**config.mk**
```make
export PLATFORM = sky130hd
export DESIGN_NAME = dma_ci_regs_flat
export DESIGN_NICKNAME = d
export VERILOG_FILES = /design/src/design/dma_bus_pkg.sv /design/src/design/dma_ci_pkg.sv /design/src/design/dma_cfg_if.sv /design/src/design/dma_ci_regs.sv /design/src/flat_wrapper.sv
export VERILOG_INCLUDE_DIRS = /design/src /design/src/design
export SDC_FILE = /design/constraint.sdc
export NUM_CORES = 1
export LEC_CHECK = 0
export BUFFER_PORTS_ARGS = -buffer_cell sky130_fd_sc_hd__buf_2
export CAP_MARGIN = 20
export CORE_ASPECT_RATIO = 0.75
export CORE_UTILIZATION = 49
export CTS_CLUSTER_SIZE = 40
export DETAILED_ROUTE_END_ITERATION = 8
export HOLD_SLACK_MARGIN = 0.08
export PLACE_DENSITY = 0.87
export SLEW_MARGIN = 20
export SYNTH_ARGS = -nofsm -noshare
export SYNTH_HDL_FRONTEND = slang
export SYNTH_SLANG_ARGS = --single-unit
export TNS_END_PERCENT = 20
```
**constraint.sdc**
```tcl
create_clock -name clk -period 4 [get_ports clk]
set_clock_uncertainty 0.2 [all_clocks]
set_input_delay 0.8 -clock clk [delete_from_list [all_inputs] [get_ports clk]]
set_output_delay 0.8 -clock clk [all_outputs]
set_load 0.01 [all_outputs]
```
**src/design/dma_macros.svh**
```systemverilog
`ifndef DMA_MACROS_SVH
`define DMA_MACROS_SVH

// Custom instruction number the controller answers to by default
`define DMA_CUSTOM_ID 8'h00

// Local memory geometry
`define DMA_MEM_DEPTH 512
`define DMA_MEM_AW    9

// Processor data word and system bus address
`define DMA_WORD_W    32
`define DMA_BUS_AW    32

// Transfer register widths
`define DMA_BLOCK_W   10
`define DMA_BURST_W   8
`define DMA_STATUS_W  2

`endif

```
**src/design/dma_bus_pkg.sv**
```systemverilog
`include "dma_macros.svh"

package dma_bus_pkg;

    // Byte address on the system bus
    typedef logic [`DMA_BUS_AW-1:0] bus_addr_t;

    // Address step for one 32-bit word
    localparam bus_addr_t BUS_WORD_BYTES = 4;

    // Transfer engine states
    typedef enum logic [2:0] {
        IDLE,
        REQUEST,
        BEGIN,
        RECEIVE,
        RELEASE
    } engine_state_t;

endpackage

```
**src/design/dma_ci_pkg.sv**
```systemverilog
`include "dma_macros.svh"

package dma_ci_pkg;

    typedef logic [`DMA_WORD_W-1:0]   word_t;
    typedef logic [`DMA_MEM_AW-1:0]   mem_addr_t;
    typedef logic [`DMA_BLOCK_W-1:0]  block_size_t;
    typedef logic [`DMA_BURST_W-1:0]  burst_size_t;
    typedef logic [`DMA_STATUS_W-1:0] status_t;

    // Operation code in valueA[12:10]
    typedef enum logic [2:0] {
        OP_MEMORY      = 3'd0,
        OP_BUS_START   = 3'd1,
        OP_MEM_START   = 3'd2,
        OP_BLOCK_SIZE  = 3'd3,
        OP_BURST_SIZE  = 3'd4,
        OP_STATUS_CTRL = 3'd5
    } ci_op_t;

    // Field positions in valueA, valueB and the status word
    localparam int CI_OP_LSB    = 10;
    localparam int CI_RW_BIT    = 9;
    localparam int CI_START_BIT = 0;
    localparam int STATUS_BUSY  = 0;
    localparam int STATUS_ERROR = 1;

endpackage

```
**src/design/dma_cfg_if.sv**
```systemverilog
interface dma_cfg_if
    import dma_ci_pkg::*;
    import dma_bus_pkg::*;
();

    // Transfer setup held by the register block
    bus_addr_t   bus_start_address;
    mem_addr_t   memory_start_address;
    block_size_t block_size;
    burst_size_t burst_size;
    // One-cycle start request
    logic        start;

    // Engine status
    logic        busy;
    logic        error;

    modport regs (
        output bus_start_address, memory_start_address, block_size, burst_size, start,
        input  busy, error
    );

    modport engine (
        input  bus_start_address, memory_start_address, block_size, burst_size, start,
        output busy, error
    );

endinterface

```
**src/design/dma_ci_regs.sv**
```systemverilog
`include "dma_macros.svh"

module dma_ci_regs
    import dma_ci_pkg::*;
    import dma_bus_pkg::*;
#(
    parameter logic [7:0] custom_id = `DMA_CUSTOM_ID
) (
    input  logic       clk,
    input  logic       rst,

    // Custom instruction port
    input  logic       ci_start,
    input  logic [7:0] ci_n,
    input  word_t      value_a,
    input  word_t      value_b,
    output logic       ci_done,
    output word_t      result,

    // Transfer configuration and status
    dma_cfg_if.regs    cfg,

    // Processor port of local memory
    output mem_addr_t  mem_addr,
    output word_t      mem_wdata,
    output logic       mem_we,
    input  word_t      mem_rdata
);

    logic    sel;
    logic    wr;
    ci_op_t  op;
    status_t status;
    word_t   reg_rdata_d;
    word_t   reg_rdata;
    // Pending read sources for the completion cycle
    logic    rd_mem;
    logic    rd_reg;

    // Instruction accepted only for our own number
    assign sel = ci_start && (ci_n == custom_id);
    assign wr  = value_a[CI_RW_BIT];
    assign op  = ci_op_t'(value_a[CI_OP_LSB +: 3]);

    // Memory word address is valueA[8:0]
    assign mem_addr  = mem_addr_t'(value_a);
    assign mem_wdata = value_b;
    assign mem_we    = sel && wr && (op == OP_MEMORY);

    // Busy in bit 0, error in bit 1
    always_comb begin
        status               = '0;
        status[STATUS_BUSY]  = cfg.busy;
        status[STATUS_ERROR] = cfg.error;
    end

    // Register read select, zero-extended to a full word
    always_comb begin
        case (op)
            OP_BUS_START:   reg_rdata_d = word_t'(cfg.bus_start_address);
            OP_MEM_START:   reg_rdata_d = word_t'(cfg.memory_start_address);
            OP_BLOCK_SIZE:  reg_rdata_d = word_t'(cfg.block_size);
            OP_BURST_SIZE:  reg_rdata_d = word_t'(cfg.burst_size);
            OP_STATUS_CTRL: reg_rdata_d = word_t'(status);
            // Memory comes from the RAM, codes 6 and 7 read as zero
            default:        reg_rdata_d = '0;
        endcase
    end

    // Completion flags, start pulse and configuration writes
    always_ff @(posedge clk or posedge rst) begin
        if (rst) begin
            ci_done                  <= 1'b0;
            rd_mem                   <= 1'b0;
            rd_reg                   <= 1'b0;
            cfg.start                <= 1'b0;
            cfg.bus_start_address    <= '0;
            cfg.memory_start_address <= '0;
            cfg.block_size           <= '0;
            cfg.burst_size           <= '0;
        end else begin
            ci_done   <= sel;
            rd_mem    <= sel && !wr && (op == OP_MEMORY);
            rd_reg    <= sel && !wr && (op != OP_MEMORY);
            // Control write with bit 0 set requests a transfer
            cfg.start <= sel && wr && (op == OP_STATUS_CTRL) && value_b[CI_START_BIT];
            if (sel && wr) begin
                case (op)
                    OP_BUS_START:  cfg.bus_start_address    <= bus_addr_t'(value_b);
                    OP_MEM_START:  cfg.memory_start_address <= mem_addr_t'(value_b);
                    OP_BLOCK_SIZE: cfg.block_size           <= block_size_t'(value_b);
                    OP_BURST_SIZE: cfg.burst_size           <= burst_size_t'(value_b);
                    default: ;
                endcase
            end
        end
    end

    // Register read data sampled with the request
    always_ff @(posedge clk) begin
        if (sel) begin
            reg_rdata <= reg_rdata_d;
        end
    end

    // Result only valid alongside ci_done
    always_comb begin
        if (ci_done && rd_mem) begin
            result = mem_rdata;
        end else if (ci_done && rd_reg) begin
            result = reg_rdata;
        end else begin
            result = '0;
        end
    end

endmodule

```
**src/flat_wrapper.sv**
```systemverilog
// flat-port wrapper written by rule: the top's interface ports become plain ports
module dma_ci_regs_flat import dma_ci_pkg::*; import dma_bus_pkg::*;
#(
    parameter logic [7:0] custom_id = `DMA_CUSTOM_ID
)
  (clk, rst, ci_start, ci_n, value_a, value_b, ci_done, result, mem_addr, mem_wdata, mem_we, mem_rdata, cfg_bus_start_address, cfg_memory_start_address, cfg_block_size, cfg_burst_size, cfg_start, cfg_busy, cfg_error);
  dma_cfg_if cfg_i ();
  input  logic clk;
  input  logic rst;
  input  logic ci_start;
  input  logic [7:0] ci_n;
  input  word_t value_a;
  input  word_t value_b;
  output logic ci_done;
  output word_t result;
  output mem_addr_t mem_addr;
  output word_t mem_wdata;
  output logic mem_we;
  input  word_t mem_rdata;
  output wire logic [$bits(cfg_i.bus_start_address)-1:0] cfg_bus_start_address;
  output wire logic [$bits(cfg_i.memory_start_address)-1:0] cfg_memory_start_address;
  output wire logic [$bits(cfg_i.block_size)-1:0] cfg_block_size;
  output wire logic [$bits(cfg_i.burst_size)-1:0] cfg_burst_size;
  output wire logic [$bits(cfg_i.start)-1:0] cfg_start;
  input wire logic [$bits(cfg_i.busy)-1:0] cfg_busy;
  input wire logic [$bits(cfg_i.error)-1:0] cfg_error;
  assign cfg_bus_start_address = cfg_i.bus_start_address;
  assign cfg_memory_start_address = cfg_i.memory_start_address;
  assign cfg_block_size = cfg_i.block_size;
  assign cfg_burst_size = cfg_i.burst_size;
  assign cfg_start = cfg_i.start;
  assign cfg_i.busy = cfg_busy;
  assign cfg_i.error = cfg_error;
  dma_ci_regs #(.custom_id(custom_id)) u_core (.clk(clk), .rst(rst), .ci_start(ci_start), .ci_n(ci_n), .value_a(value_a), .value_b(value_b), .ci_done(ci_done), .result(result), .cfg(cfg_i), .mem_addr(mem_addr), .mem_wdata(mem_wdata), .mem_we(mem_we), .mem_rdata(mem_rdata));
endmodule
```
==> impl_metrics.yaml <==
route:
  ant_nets: 0
  drc: 0
  drtPass1Iterations: 4
  vias: 3280
  vias_per_cell: 5.430
  postRouteWirelength_um: 11420
  drtIter0Drc: 115
  wl_per_cell_um: 18.91
power:
  ir_drop_v: 0.0002546
  swShare_pct: 21.43
  p_int_mw: 1.596
  clkPwrFrac_pct: 44.4
  p_per_area_mw_per_mm2: 360.9
  power_switching_mw: 0.4354
  power_frac_seq_pct: 49.5
  p_leak_nw: 3.068
  p_total_mw: 2.031
  power_frac_comb_pct: 6.1
grt:
  grt_antenna_before_repair: 0
  grt_max_degree: 38
  grt_pass1_vias: 3304
  use_met1_pct: 29.93
  use_met2_pct: 43.10
  groute.usage.overall_pct: 24.12
  globalRoute.totalOverflow: 0
  grt_util_met3_pct: 5.143
  grt_pass1_wl_um: 17490
  busiest_layer: "met2"
job:
  cap_viol_max_count: 0
place:
  portBuffers: 206
  post-dp-hpwl_um: 8423
  place_congestion: 0.7470
die:
  rows: 29
  initial_core_util_pct: 52.00
  fp.dieH_um: 85.08
  die-width_um: 112.8
  die-area_mm2: 0.009594
  pin_count: 244
  core_mm2: 0.008672
synthesis:
  yosysSeqAreaShare_pct: 56.27
  yosysWarnings: 0
  ys_top_cells_by_count: "dfrtp_1, mux2_2, buf_4"
  async_flop_share_pct: 66.32
  syn_area_mm2: 0.004509
  syn_inst: 330
  ys_ff_latch: 95
  avgSynthCellArea_um2: 13.66
  synth_largest_area_cell: "dfrtp_1"
  ys.flop_type: "dfrtp_1"
  synth.top_cells.by_area: "dfrtp_1, edfxtp_1, mux2_2"
  yosys.area.top_type_share_pct: 34.96
  ys_types: 31
  mappedNetlistNets: 439
  synth_most_common_cell: "dfrtp_1"
  synth-edff-count: 32
setup_path:
  crit_arrival_ns: 2.08
  critPathLaunchType: "primary input"
  path_class: "in2out"
  crit_required_ns: 3.00
  worstPathMaxFanout: 5
  rrSetupSlack_ns: 2.60
  endpoint_kind: "output port"
  rr_worst_depth: 3
status:
  status: "completed"
clock_network:
  path_clk_slew_ns: 0.07
  postCtsHoldBufs: 0
  cts_tree: "done"
  clockBufferDepth: 2
  post-cts-setup-buffer-count: 0
  cts-root-buf: "clkbuf_16"
  cts_sinks: 95
  clkLatencyLatePin_ns: 0.33
  numCtsBuffers: 9
  cts-htree-levels: 3
  cts_resized: 0
timing:
  min_period_over_period_pct: 77.02
  setup_violations: 0
  fin_crit_ns: 3.081
  final_hold_viol_count: 0
  fmax_mhz: 324.6
  relSlewSlack_pct: 42.25
  final.setup.tns_ns: 0
  drv_slew: 0
  worst_pin_slew_ns: 0.8663
  rsz0062_at_grt: "false"
cells_and_area:
  drive_above_1_share_pct: 57.66
  fin_nets: 600
  area_delta_synth_final_pct: 24.83
  num_antenna_cells: 0
  fill_cells: 684
  top_regs: "u_core.cfg.bus_start_address (32), u_core.reg_rdata (32), u_core.cfg.block_size (10)"
min_path:
  hold_depth: 1
  hp-class: "reg2reg"
[power by group through the flow]
stage	logic (mW)	registers, mW	clock network, mW
2_1_floorplan	0.0769	1.03	0
3_3_place_gp	0.121	1.02	0
3_5_place_dp	0.125	1.02	0
4_1_cts	0.126	1.00	0.913
5_1_grt	0.135	1.00	0.955
6_report	0.124	1.00	0.902
[stage by stage]
stage	hold WS [ns]	setup slack (ns)	instance area (um2)	instances	util, %
global placement	0.2778	1.010	5301	588	61.13
global route	0.3350	0.8230	5629	604	64.91
CTS	0.3078	0.9311	5629	604	64.91
detailed placement	0.2932	0.9285	5301	588	61.13
floorplan	0.3413	1.267	4509	330	-
finish	0.3000	0.9191	5629	604	64.91
[logic make-up after synthesis]
logic type,share of synthesized area [%]
AND/OR/NAND/NOR,8.047
buffers and inverters,9.378
flip-flops,56.27
multiplexers,17.48
AO/OA/AOI/OAI,8.823
[cells in the final DEF, fill, tap and decap left out, types with 2 or more instances in the layout]
cell type  synthesis  routed
mux2i_1            9       9
inv_6              0       2
nor2_1             4       3
nand4_2            2       2
nand2b_1           3       3
nor3_1             2       2
buf_4             42       5
clkbuf_16          0      12
nand3_1            2       2
buf_2              5     206
nor4bb_1           2       2
edfxtp_1          32      32
dfrtp_1           63      63
nor2b_1            4       4
a22oi_1            9       9
o22ai_1            8       8
and2_1            23      23
a22o_1            32      32
mux2_2            52      52
mux2_1            10      10
[final timing paths]
kind	from	end
min in group asynchronous	rst	u_core.cfg.bus_start_address[5]$_DFFE_PP0P_
max in group asynchronous	rst	u_core.cfg.block_size[8]$_DFFE_PP0P_
hold reg to reg	u_core.cfg.bus_start_address[15]$_DFFE_PP0P_	u_core.cfg.bus_start_address[15]$_DFFE_PP0P_
hold / removal	u_core.cfg.bus_start_address[15]$_DFFE_PP0P_	u_core.cfg.bus_start_address[15]$_DFFE_PP0P_
setup / recovery	ci_n[2]	mem_we
setup reg to reg	u_core.cfg.block_size[1]$_DFFE_PP0P_	u_core.reg_rdata[1]$_DFFE_PN_
[final cells by class]
class,instances,area (um2),area share (%)
Clock inverter,3,23.77,0.4223
Tap cell,108,135.1,2.401
Inverter,2,7.507,0.1334
Clock buffer,13,304.0,5.401
Sequential cell,95,2537,45.08
Multi-Input combinational cell,172,1553,27.58
Timing Repair Buffer,211,1069,18.98
[worst max-delay path, stage by stage]
cell	delay, ns
buf_2	0.12
nor4_4	0.44
nand3_1	0.27
nor4_1	0.27
buf_2	0.19
[per-layer routing]
layer,vias to the layer above,wire (um)
met3,11,705
met4,0,103
li1,1503,-
met1,1621,4747
met5,-,0
met2,145,5866
Power figures use the tool's default switching activity.
