**src/design/dma_macros.svh**
```systemverilog
`ifndef DMA_MACROS_SVH
`define DMA_MACROS_SVH

// Custom instruction number the controller answers to by default
`define DMA_CUSTOM_ID 8'h00

// Local memory geometry
`define DMA_MEM_DEPTH 512
`define DMA_MEM_AW    9

// Processor data word and system bus address
`define DMA_WORD_W    32
`define DMA_BUS_AW    32

// Transfer register widths
`define DMA_BLOCK_W   10
`define DMA_BURST_W   8
`define DMA_STATUS_W  2

`endif

```
**src/design/dma_bus_pkg.sv**
```systemverilog
`include "dma_macros.svh"

package dma_bus_pkg;

    // Byte address on the system bus
    typedef logic [`DMA_BUS_AW-1:0] bus_addr_t;

    // Address step for one 32-bit word
    localparam bus_addr_t BUS_WORD_BYTES = 4;

    // Transfer engine states
    typedef enum logic [2:0] {
        IDLE,
        REQUEST,
        BEGIN,
        RECEIVE,
        RELEASE
    } engine_state_t;

endpackage

```
**src/design/dma_ci_pkg.sv**
```systemverilog
`include "dma_macros.svh"

package dma_ci_pkg;

    typedef logic [`DMA_WORD_W-1:0]   word_t;
    typedef logic [`DMA_MEM_AW-1:0]   mem_addr_t;
    typedef logic [`DMA_BLOCK_W-1:0]  block_size_t;
    typedef logic [`DMA_BURST_W-1:0]  burst_size_t;
    typedef logic [`DMA_STATUS_W-1:0] status_t;

    // Operation code in valueA[12:10]
    typedef enum logic [2:0] {
        OP_MEMORY      = 3'd0,
        OP_BUS_START   = 3'd1,
        OP_MEM_START   = 3'd2,
        OP_BLOCK_SIZE  = 3'd3,
        OP_BURST_SIZE  = 3'd4,
        OP_STATUS_CTRL = 3'd5
    } ci_op_t;

    // Field positions in valueA, valueB and the status word
    localparam int CI_OP_LSB    = 10;
    localparam int CI_RW_BIT    = 9;
    localparam int CI_START_BIT = 0;
    localparam int STATUS_BUSY  = 0;
    localparam int STATUS_ERROR = 1;

endpackage

```
**src/design/dma_cfg_if.sv**
```systemverilog
interface dma_cfg_if
    import dma_ci_pkg::*;
    import dma_bus_pkg::*;
();

    // Transfer setup held by the register block
    bus_addr_t   bus_start_address;
    mem_addr_t   memory_start_address;
    block_size_t block_size;
    burst_size_t burst_size;
    // One-cycle start request
    logic        start;

    // Engine status
    logic        busy;
    logic        error;

    modport regs (
        output bus_start_address, memory_start_address, block_size, burst_size, start,
        input  busy, error
    );

    modport engine (
        input  bus_start_address, memory_start_address, block_size, burst_size, start,
        output busy, error
    );

endinterface

```
**src/design/dma_transfer_engine.sv**
```systemverilog
module dma_transfer_engine
    import dma_ci_pkg::*;
    import dma_bus_pkg::*;
(
    input  logic        clk,
    input  logic        rst,

    // Configuration, start and status
    dma_cfg_if.engine   cfg,

    // System bus master side
    output logic        bus_request,
    input  logic        bus_grant,
    input  logic        busy_in,
    output logic        bus_begin_transaction,
    output bus_addr_t   bus_address,
    output burst_size_t bus_burst_size,
    input  logic        data_valid,
    input  word_t       bus_data,
    input  logic        bus_error,

    // Write port into local memory
    output mem_addr_t   eng_addr,
    output word_t       eng_wdata,
    output logic        eng_we
);

    engine_state_t state;

    // Running transfer, latched at start
    bus_addr_t   cur_addr;
    mem_addr_t   mem_ptr;
    block_size_t words_left;
    burst_size_t burst_cfg;
    // Words still due in the current burst
    burst_size_t burst_left;

    burst_size_t burst_eff;
    burst_size_t burst_len;
    logic        begin_ok;
    logic        take_word;
    logic        last_in_burst;
    logic        last_in_block;

    // Burst size zero behaves as one
    assign burst_eff = (burst_cfg == '0) ? burst_size_t'(1) : burst_cfg;

    // Next burst is the smaller of burst size and words left
    assign burst_len = (words_left < block_size_t'(burst_eff)) ?
                       burst_size_t'(words_left) : burst_eff;

    // Start only on a free, granted bus
    assign begin_ok  = (state == BEGIN) && bus_grant && !busy_in && !bus_error;
    assign take_word = (state == RECEIVE) && data_valid && !bus_error;

    assign last_in_burst = (burst_left == burst_size_t'(1));
    assign last_in_block = (words_left == block_size_t'(1));

    // Request held from REQUEST through the end of a burst
    assign bus_request = (state == REQUEST) || (state == BEGIN) || (state == RECEIVE);

    assign bus_begin_transaction = begin_ok;
    assign bus_address           = cur_addr;
    assign bus_burst_size        = burst_len;

    // Received words go straight to memory
    assign eng_addr  = mem_ptr;
    assign eng_wdata = bus_data;
    assign eng_we    = take_word;

    assign cfg.busy = (state != IDLE);

    always_ff @(posedge clk or posedge rst) begin
        if (rst) begin
            state      <= IDLE;
            cur_addr   <= '0;
            mem_ptr    <= '0;
            words_left <= '0;
            burst_cfg  <= '0;
            burst_left <= '0;
            cfg.error  <= 1'b0;
        end else if ((state != IDLE) && bus_error) begin
            // Abort on bus error from any active state
            state     <= IDLE;
            cfg.error <= 1'b1;
        end else begin
            case (state)
                IDLE: begin
                    // Empty blocks never start
                    if (cfg.start && (cfg.block_size != '0)) begin
                        cur_addr   <= cfg.bus_start_address;
                        mem_ptr    <= cfg.memory_start_address;
                        words_left <= cfg.block_size;
                        burst_cfg  <= cfg.burst_size;
                        cfg.error  <= 1'b0;
                        state      <= REQUEST;
                    end
                end
                REQUEST: begin
                    if (bus_grant) begin
                        state <= BEGIN;
                    end
                end
                BEGIN: begin
                    // Wait here while another master still holds the bus
                    if (begin_ok) begin
                        burst_left <= burst_len;
                        state      <= RECEIVE;
                    end else if (!bus_grant) begin
                        state <= REQUEST;
                    end
                end
                RECEIVE: begin
                    if (take_word) begin
                        // Memory pointer wraps at 512 on its own width
                        mem_ptr    <= mem_ptr + mem_addr_t'(1);
                        cur_addr   <= cur_addr + BUS_WORD_BYTES;
                        words_left <= words_left - block_size_t'(1);
                        burst_left <= burst_left - burst_size_t'(1);
                        if (last_in_burst) begin
                            state <= last_in_block ? IDLE : RELEASE;
                        end
                    end
                end
                RELEASE: begin
                    // Request low for this single cycle
                    state <= REQUEST;
                end
                default: begin
                    state <= IDLE;
                end
            endcase
        end
    end

endmodule

```
**src/flat_wrapper.sv**
```systemverilog
// flat-port wrapper written by rule: the top's interface ports become plain ports
module dma_transfer_engine_flat import dma_ci_pkg::*; import dma_bus_pkg::*;
  (clk, rst, bus_request, bus_grant, busy_in, bus_begin_transaction, bus_address, bus_burst_size, data_valid, bus_data, bus_error, eng_addr, eng_wdata, eng_we, cfg_bus_start_address, cfg_memory_start_address, cfg_block_size, cfg_burst_size, cfg_start, cfg_busy, cfg_error);
  dma_cfg_if cfg_i ();
  input  logic clk;
  input  logic rst;
  output logic bus_request;
  input  logic bus_grant;
  input  logic busy_in;
  output logic bus_begin_transaction;
  output bus_addr_t bus_address;
  output burst_size_t bus_burst_size;
  input  logic data_valid;
  input  word_t bus_data;
  input  logic bus_error;
  output mem_addr_t eng_addr;
  output word_t eng_wdata;
  output logic eng_we;
  input wire logic [$bits(cfg_i.bus_start_address)-1:0] cfg_bus_start_address;
  input wire logic [$bits(cfg_i.memory_start_address)-1:0] cfg_memory_start_address;
  input wire logic [$bits(cfg_i.block_size)-1:0] cfg_block_size;
  input wire logic [$bits(cfg_i.burst_size)-1:0] cfg_burst_size;
  input wire logic [$bits(cfg_i.start)-1:0] cfg_start;
  output wire logic [$bits(cfg_i.busy)-1:0] cfg_busy;
  output wire logic [$bits(cfg_i.error)-1:0] cfg_error;
  assign cfg_i.bus_start_address = cfg_bus_start_address;
  assign cfg_i.memory_start_address = cfg_memory_start_address;
  assign cfg_i.block_size = cfg_block_size;
  assign cfg_i.burst_size = cfg_burst_size;
  assign cfg_i.start = cfg_start;
  assign cfg_busy = cfg_i.busy;
  assign cfg_error = cfg_i.error;
  dma_transfer_engine u_core (.clk(clk), .rst(rst), .cfg(cfg_i), .bus_request(bus_request), .bus_grant(bus_grant), .busy_in(busy_in), .bus_begin_transaction(bus_begin_transaction), .bus_address(bus_address), .bus_burst_size(bus_burst_size), .data_valid(data_valid), .bus_data(bus_data), .bus_error(bus_error), .eng_addr(eng_addr), .eng_wdata(eng_wdata), .eng_we(eng_we));
endmodule
```
**config.mk**
```make
export PLATFORM = sky130hd
export DESIGN_NAME = dma_transfer_engine_flat
export DESIGN_NICKNAME = d
export VERILOG_FILES = /design/src/design/dma_bus_pkg.sv /design/src/design/dma_ci_pkg.sv /design/src/design/dma_cfg_if.sv /design/src/design/dma_transfer_engine.sv /design/src/flat_wrapper.sv
export VERILOG_INCLUDE_DIRS = /design/src /design/src/design
export SDC_FILE = /design/constraint.sdc
export NUM_CORES = 1
export LEC_CHECK = 0
export ABC_AREA = 1
export CAP_MARGIN = 20
export CORE_UTILIZATION = 25
export CTS_CLUSTER_DIAMETER = 80
export DETAILED_ROUTE_END_ITERATION = 8
export DONT_BUFFER_PORTS = 1
export GPL_TIMING_DRIVEN = 0
export SLEW_MARGIN = 30
export SYNTH_ARGS = -nofsm -noshare
export SYNTH_HDL_FRONTEND = slang
export SYNTH_SLANG_ARGS = --single-unit
```
**constraint.sdc**
```tcl
create_clock -name clk -period 2.45 [get_ports clk]
set_input_delay 0.1225 -clock clk [delete_from_list [all_inputs] [get_ports clk]]
set_output_delay 0.1225 -clock clk [all_outputs]
set_load 0.01 [all_outputs]
```
==> results.md <==
- WP buf/inv: 0
- Total chip power: 7.461 mW
- Fin. Hold Viols: 0
- CP endpoint kind: output port
- Largest net degree at the start of global routing: 45
- Non-filler cells, final: 1102
- Cell Pwr Density: 1207 nW/µm²
- Largest cells by area after synthesis: dfrtp_1, nand2_1, nor2_1
- Main synth FF type: dfrtp_1
- Post-Route WL: 17.76 mm
- Starting Density: 25.57%
- Total grt overflow: 0
- Hold Path End: u_core.bus_address[31]
- Num CTS Buffers: 9
- Max Fclk: 0.4461 GHz
- Number of fillers in the final layout: 2201
- Fin Setup TNS: 0 ns
- Most Crowded Layer GR: met2
- Critical path arrival: 2.12 ns
- Synth Register Bits: 71
- Clock-pin transition on the worst setup and hold timing paths: 0.06 ns
- Cell taking the most area after synthesis: dfrtp_1
- Die Width: 145.9 µm
- Worst hold-check path type: in -> reg
- GRT Total Usage: 16.79%
- Final setup viols: 0
- Synth cell types: 36
- Final min period: 2.242 ns
- Placer Congestion: 0.8818
- DR iter-0 viols: 392
- Final count of pins violating max slew: 0
- Hold path depth: 4
- Synth-to-Final Area Change: 19.44%
- CTS tree: yes
- Max_cap viols: 0
- Synth warn: 0
- Worst-Margin Slew: 0.7867 ns
- Cells after DPL: 1049
- M2 GR Usage: 26.05%
- Worst r2r dst: u_core.bus_address[24]
- Placement Setup Slack: 0.2586 ns
- Multi-input logic area: 2696 µm²
- EDFF count, synth: 0
- First-pass GRT wire length: 27.29 mm
- Layout cells sized above 1: 10.59%
- Nets@finish: 937
- Vias in the first global route: 4781
- Outcome: complete, no violations
- Flop-to-flop setup slack: 0.33 ns
- Syn avg cell area: 6.650 µm²
- Total I/O pin count: 184
- DRT antenna net count: 0
- Slowest cell delay on critical path: 0.43 ns
- Critical Path Start: u_core.words_left[3]
- Unrepaired setup endpoints after global routing: no
- Seq/Total Area, Yosys: 34.34%
- Via/cell ratio: 4.770
- Clk_skew: 0.008162 ns
- Kind of critical path: reg -> out
- Syn nets: 889
- Crit-path cells: ha_1, a21oi_1, o21ai_0, a21oi_2, nand2_2, nand2_1, and2_1
- Vias after detailed routing: 5256
- IO buf count: 0
- VDD IR max: 0.3609 mV
- Clock Tree Buf Depth: 2
- Period utilization: 91.50%
- Die Height: 145.9 µm
- Routing usage on met1: 21.20%
- Initial antenna violation count: 1
- CP max FO: 8
- Async SR Flop Fraction: 100.0%
- CP startpoint kind: flop
- Critical path's top delay family: compound AO/OA/AOI/OAI gates
- PnR worst setup slack: 0.2082 ns
- H-Tree Depth: 3
- Met3 usage: 5.110%
- DRC viols: 0
- CP max stage cell: dfrtp_1
- Sink Count: 71
- Worst path required time: 2.33 ns
- Hpwl dp: 13.38 mm
- Worst skew pair latency: 0.35 ns
- Pre-antenna DRT Iters: 5
- Top cell type's share of synthesized area: 34.34%
- Die ar.: 21270 µm²
- Cell area after synthesis: 5174 µm²
- Register area: 1777 µm²
- R2R cell count: 14
- Mapped Cells: 778
- Leakage power: 2.947 nW
- WL/cell: 16.11 µm
- Hold Path Origin: cfg_bus_start_address[31]
- Relative slew slack: 47.55%
- Site row count: 52
- Reg-to-Reg Start: u_core.bus_address[2]
- CTS root buf: clkbuf_16
- Core area: 20230 µm²
worst max path at each step:
stage	to	slack [ns]	cells after the start
final	bus_burst_size[1]	0.21	7
after global routing	u_core.bus_address[17]	0.07	10
after CTS	bus_burst_size[1]	0.03	7
after detailed placement	u_core.burst_left[0]	0.26	9
after global placement	u_core.bus_address[0]	-0.53	1
after floorplan	u_core.burst_cfg[0]	0.53	1
sequential cells by signal (all words and copies together) (netlist names):
| signal | cells |
|---|---|
| u_core.bus_address | 32 |
| u_core.words_left | 10 |
| u_core.eng_addr | 9 |
| u_core.burst_cfg | 8 |
| u_core.burst_left | 8 |
| u_core.state | 3 |
| u_core.cfg.error | 1 |
layer usage:
layer  wire [µm]  vias to the layer above
li1            -                     2570
met1        7629                     2430
met2        7882                      218
met3        1576                       38
met4         669                        0
met5           0                        -
final cells by class:
class,instances,area share [%]
Buffer,57,6.155
Inverter,86,5.264
Clock buffer,10,3.705
Clock inverter,6,0.9921
Tap cell,270,5.467
Antenna cell,1,0.04049
Sequential cell,71,28.75
Timing Repair Buffer,37,5.993
Multi-Input combinational cell,564,43.63
cell families (layout without fill, tap and decap cells):
group                      after synthesis  after routing  synth area share (%)
and+or+nand+nor                        407            407                 32.91
buffers and inverters                  143            196                 13.59
AOI/OAI and AO/OA                      125            125                 12.77
DFF                                     71             71                 34.34
xor gates and xnor gates                18             18                 3.047
adders and majority gates               13             13                 3.144
muxes                                    1              1                0.1935
other                                    0              1                     0
where the power goes:
group | internal (mW) | leakage [nW] | switching [mW]
Clock | 0.786 | 0.142 | 0.572
Sequential | 1.74 | 0.865 | 0.883
Combinational | 1.20 | 1.94 | 2.28
Total | 3.73 | 2.95 | 3.73
worst reg2reg max path, delay by kind of cell (launching register included):
kind,cells,cell delay (ns)
and+or+nand+nor,13,1.32
DFF,1,0.48
adders and majority gates,1,0.22
layout by cell type (no fill, tap or decap), types with 2 or more instances in the layout:
cell / n
nand4_1: 10
o21ai_1: 25
clkinv_2: 3
inv_1: 77
buf_2: 7
ha_1: 13
buf_4: 38
nand3b_1: 4
and2_1: 2
buf_1: 3
inv_2: 8
a31oi_1: 2
nand3_1: 49
o31ai_1: 5
o21ai_0: 56
nor3_1: 15
clkbuf_1: 10
nand2_2: 3
clkbuf_16: 9
buf_6: 4
nand2_1: 232
a21oi_1: 30
nor3_2: 2
o21bai_1: 2
nor2_1: 79
xor2_1: 17
dlygate4sd3_1: 32
dfrtp_1: 71
o21ai_2: 2
nor2_2: 2
or2_2: 3
nor4_1: 4
Yosys cell counts, types with 2 or more instances:
| cell | number |
|---|---|
| a21oi_1 | 30 |
| a31oi_1 | 2 |
| and2_1 | 2 |
| buf_1 | 3 |
| buf_2 | 7 |
| buf_4 | 34 |
| buf_6 | 4 |
| clkbuf_1 | 9 |
| dfrtp_1 | 71 |
| ha_1 | 13 |
| inv_1 | 78 |
| inv_2 | 8 |
| nand2_1 | 233 |
| nand2_2 | 2 |
| nand3_1 | 49 |
| nand3b_1 | 4 |
| nand4_1 | 10 |
| nor2_1 | 79 |
| nor2_2 | 2 |
| nor3_1 | 15 |
| nor3_2 | 2 |
| nor4_1 | 4 |
| o21ai_0 | 56 |
| o21ai_1 | 25 |
| o21ai_2 | 2 |
| o21bai_1 | 2 |
| o31ai_1 | 5 |
| or2_2 | 3 |
| xor2_1 | 17 |
metrics by stage:
step	hold slack, ns	area [µm²]	utilization [%]
4_1_cts	0.0007705	6147	30.38
5_1_grt	0.01383	6177	30.53
6_report	0.005020	6180	30.54
3_3_place_gp	0.2739	5512	27.24
3_5_place_dp	0.1144	5534	27.35
2_1_floorplan	0.2677	5174	-
what timing repair did:
| action | CTS | global route |
|---|---|---|
| resized for setup | 1 | 0 |
| hold buffers | 32 | 0 |
| buffers inserted | 0 | 4 |
| pin swaps | 1 | 1 |
| setup endpoints to repair | 2 | 4 |
| hold endpoints to repair | 74 | 0 |
| gates cloned | 0 | 0 |
Power figures use the tool's default switching activity.
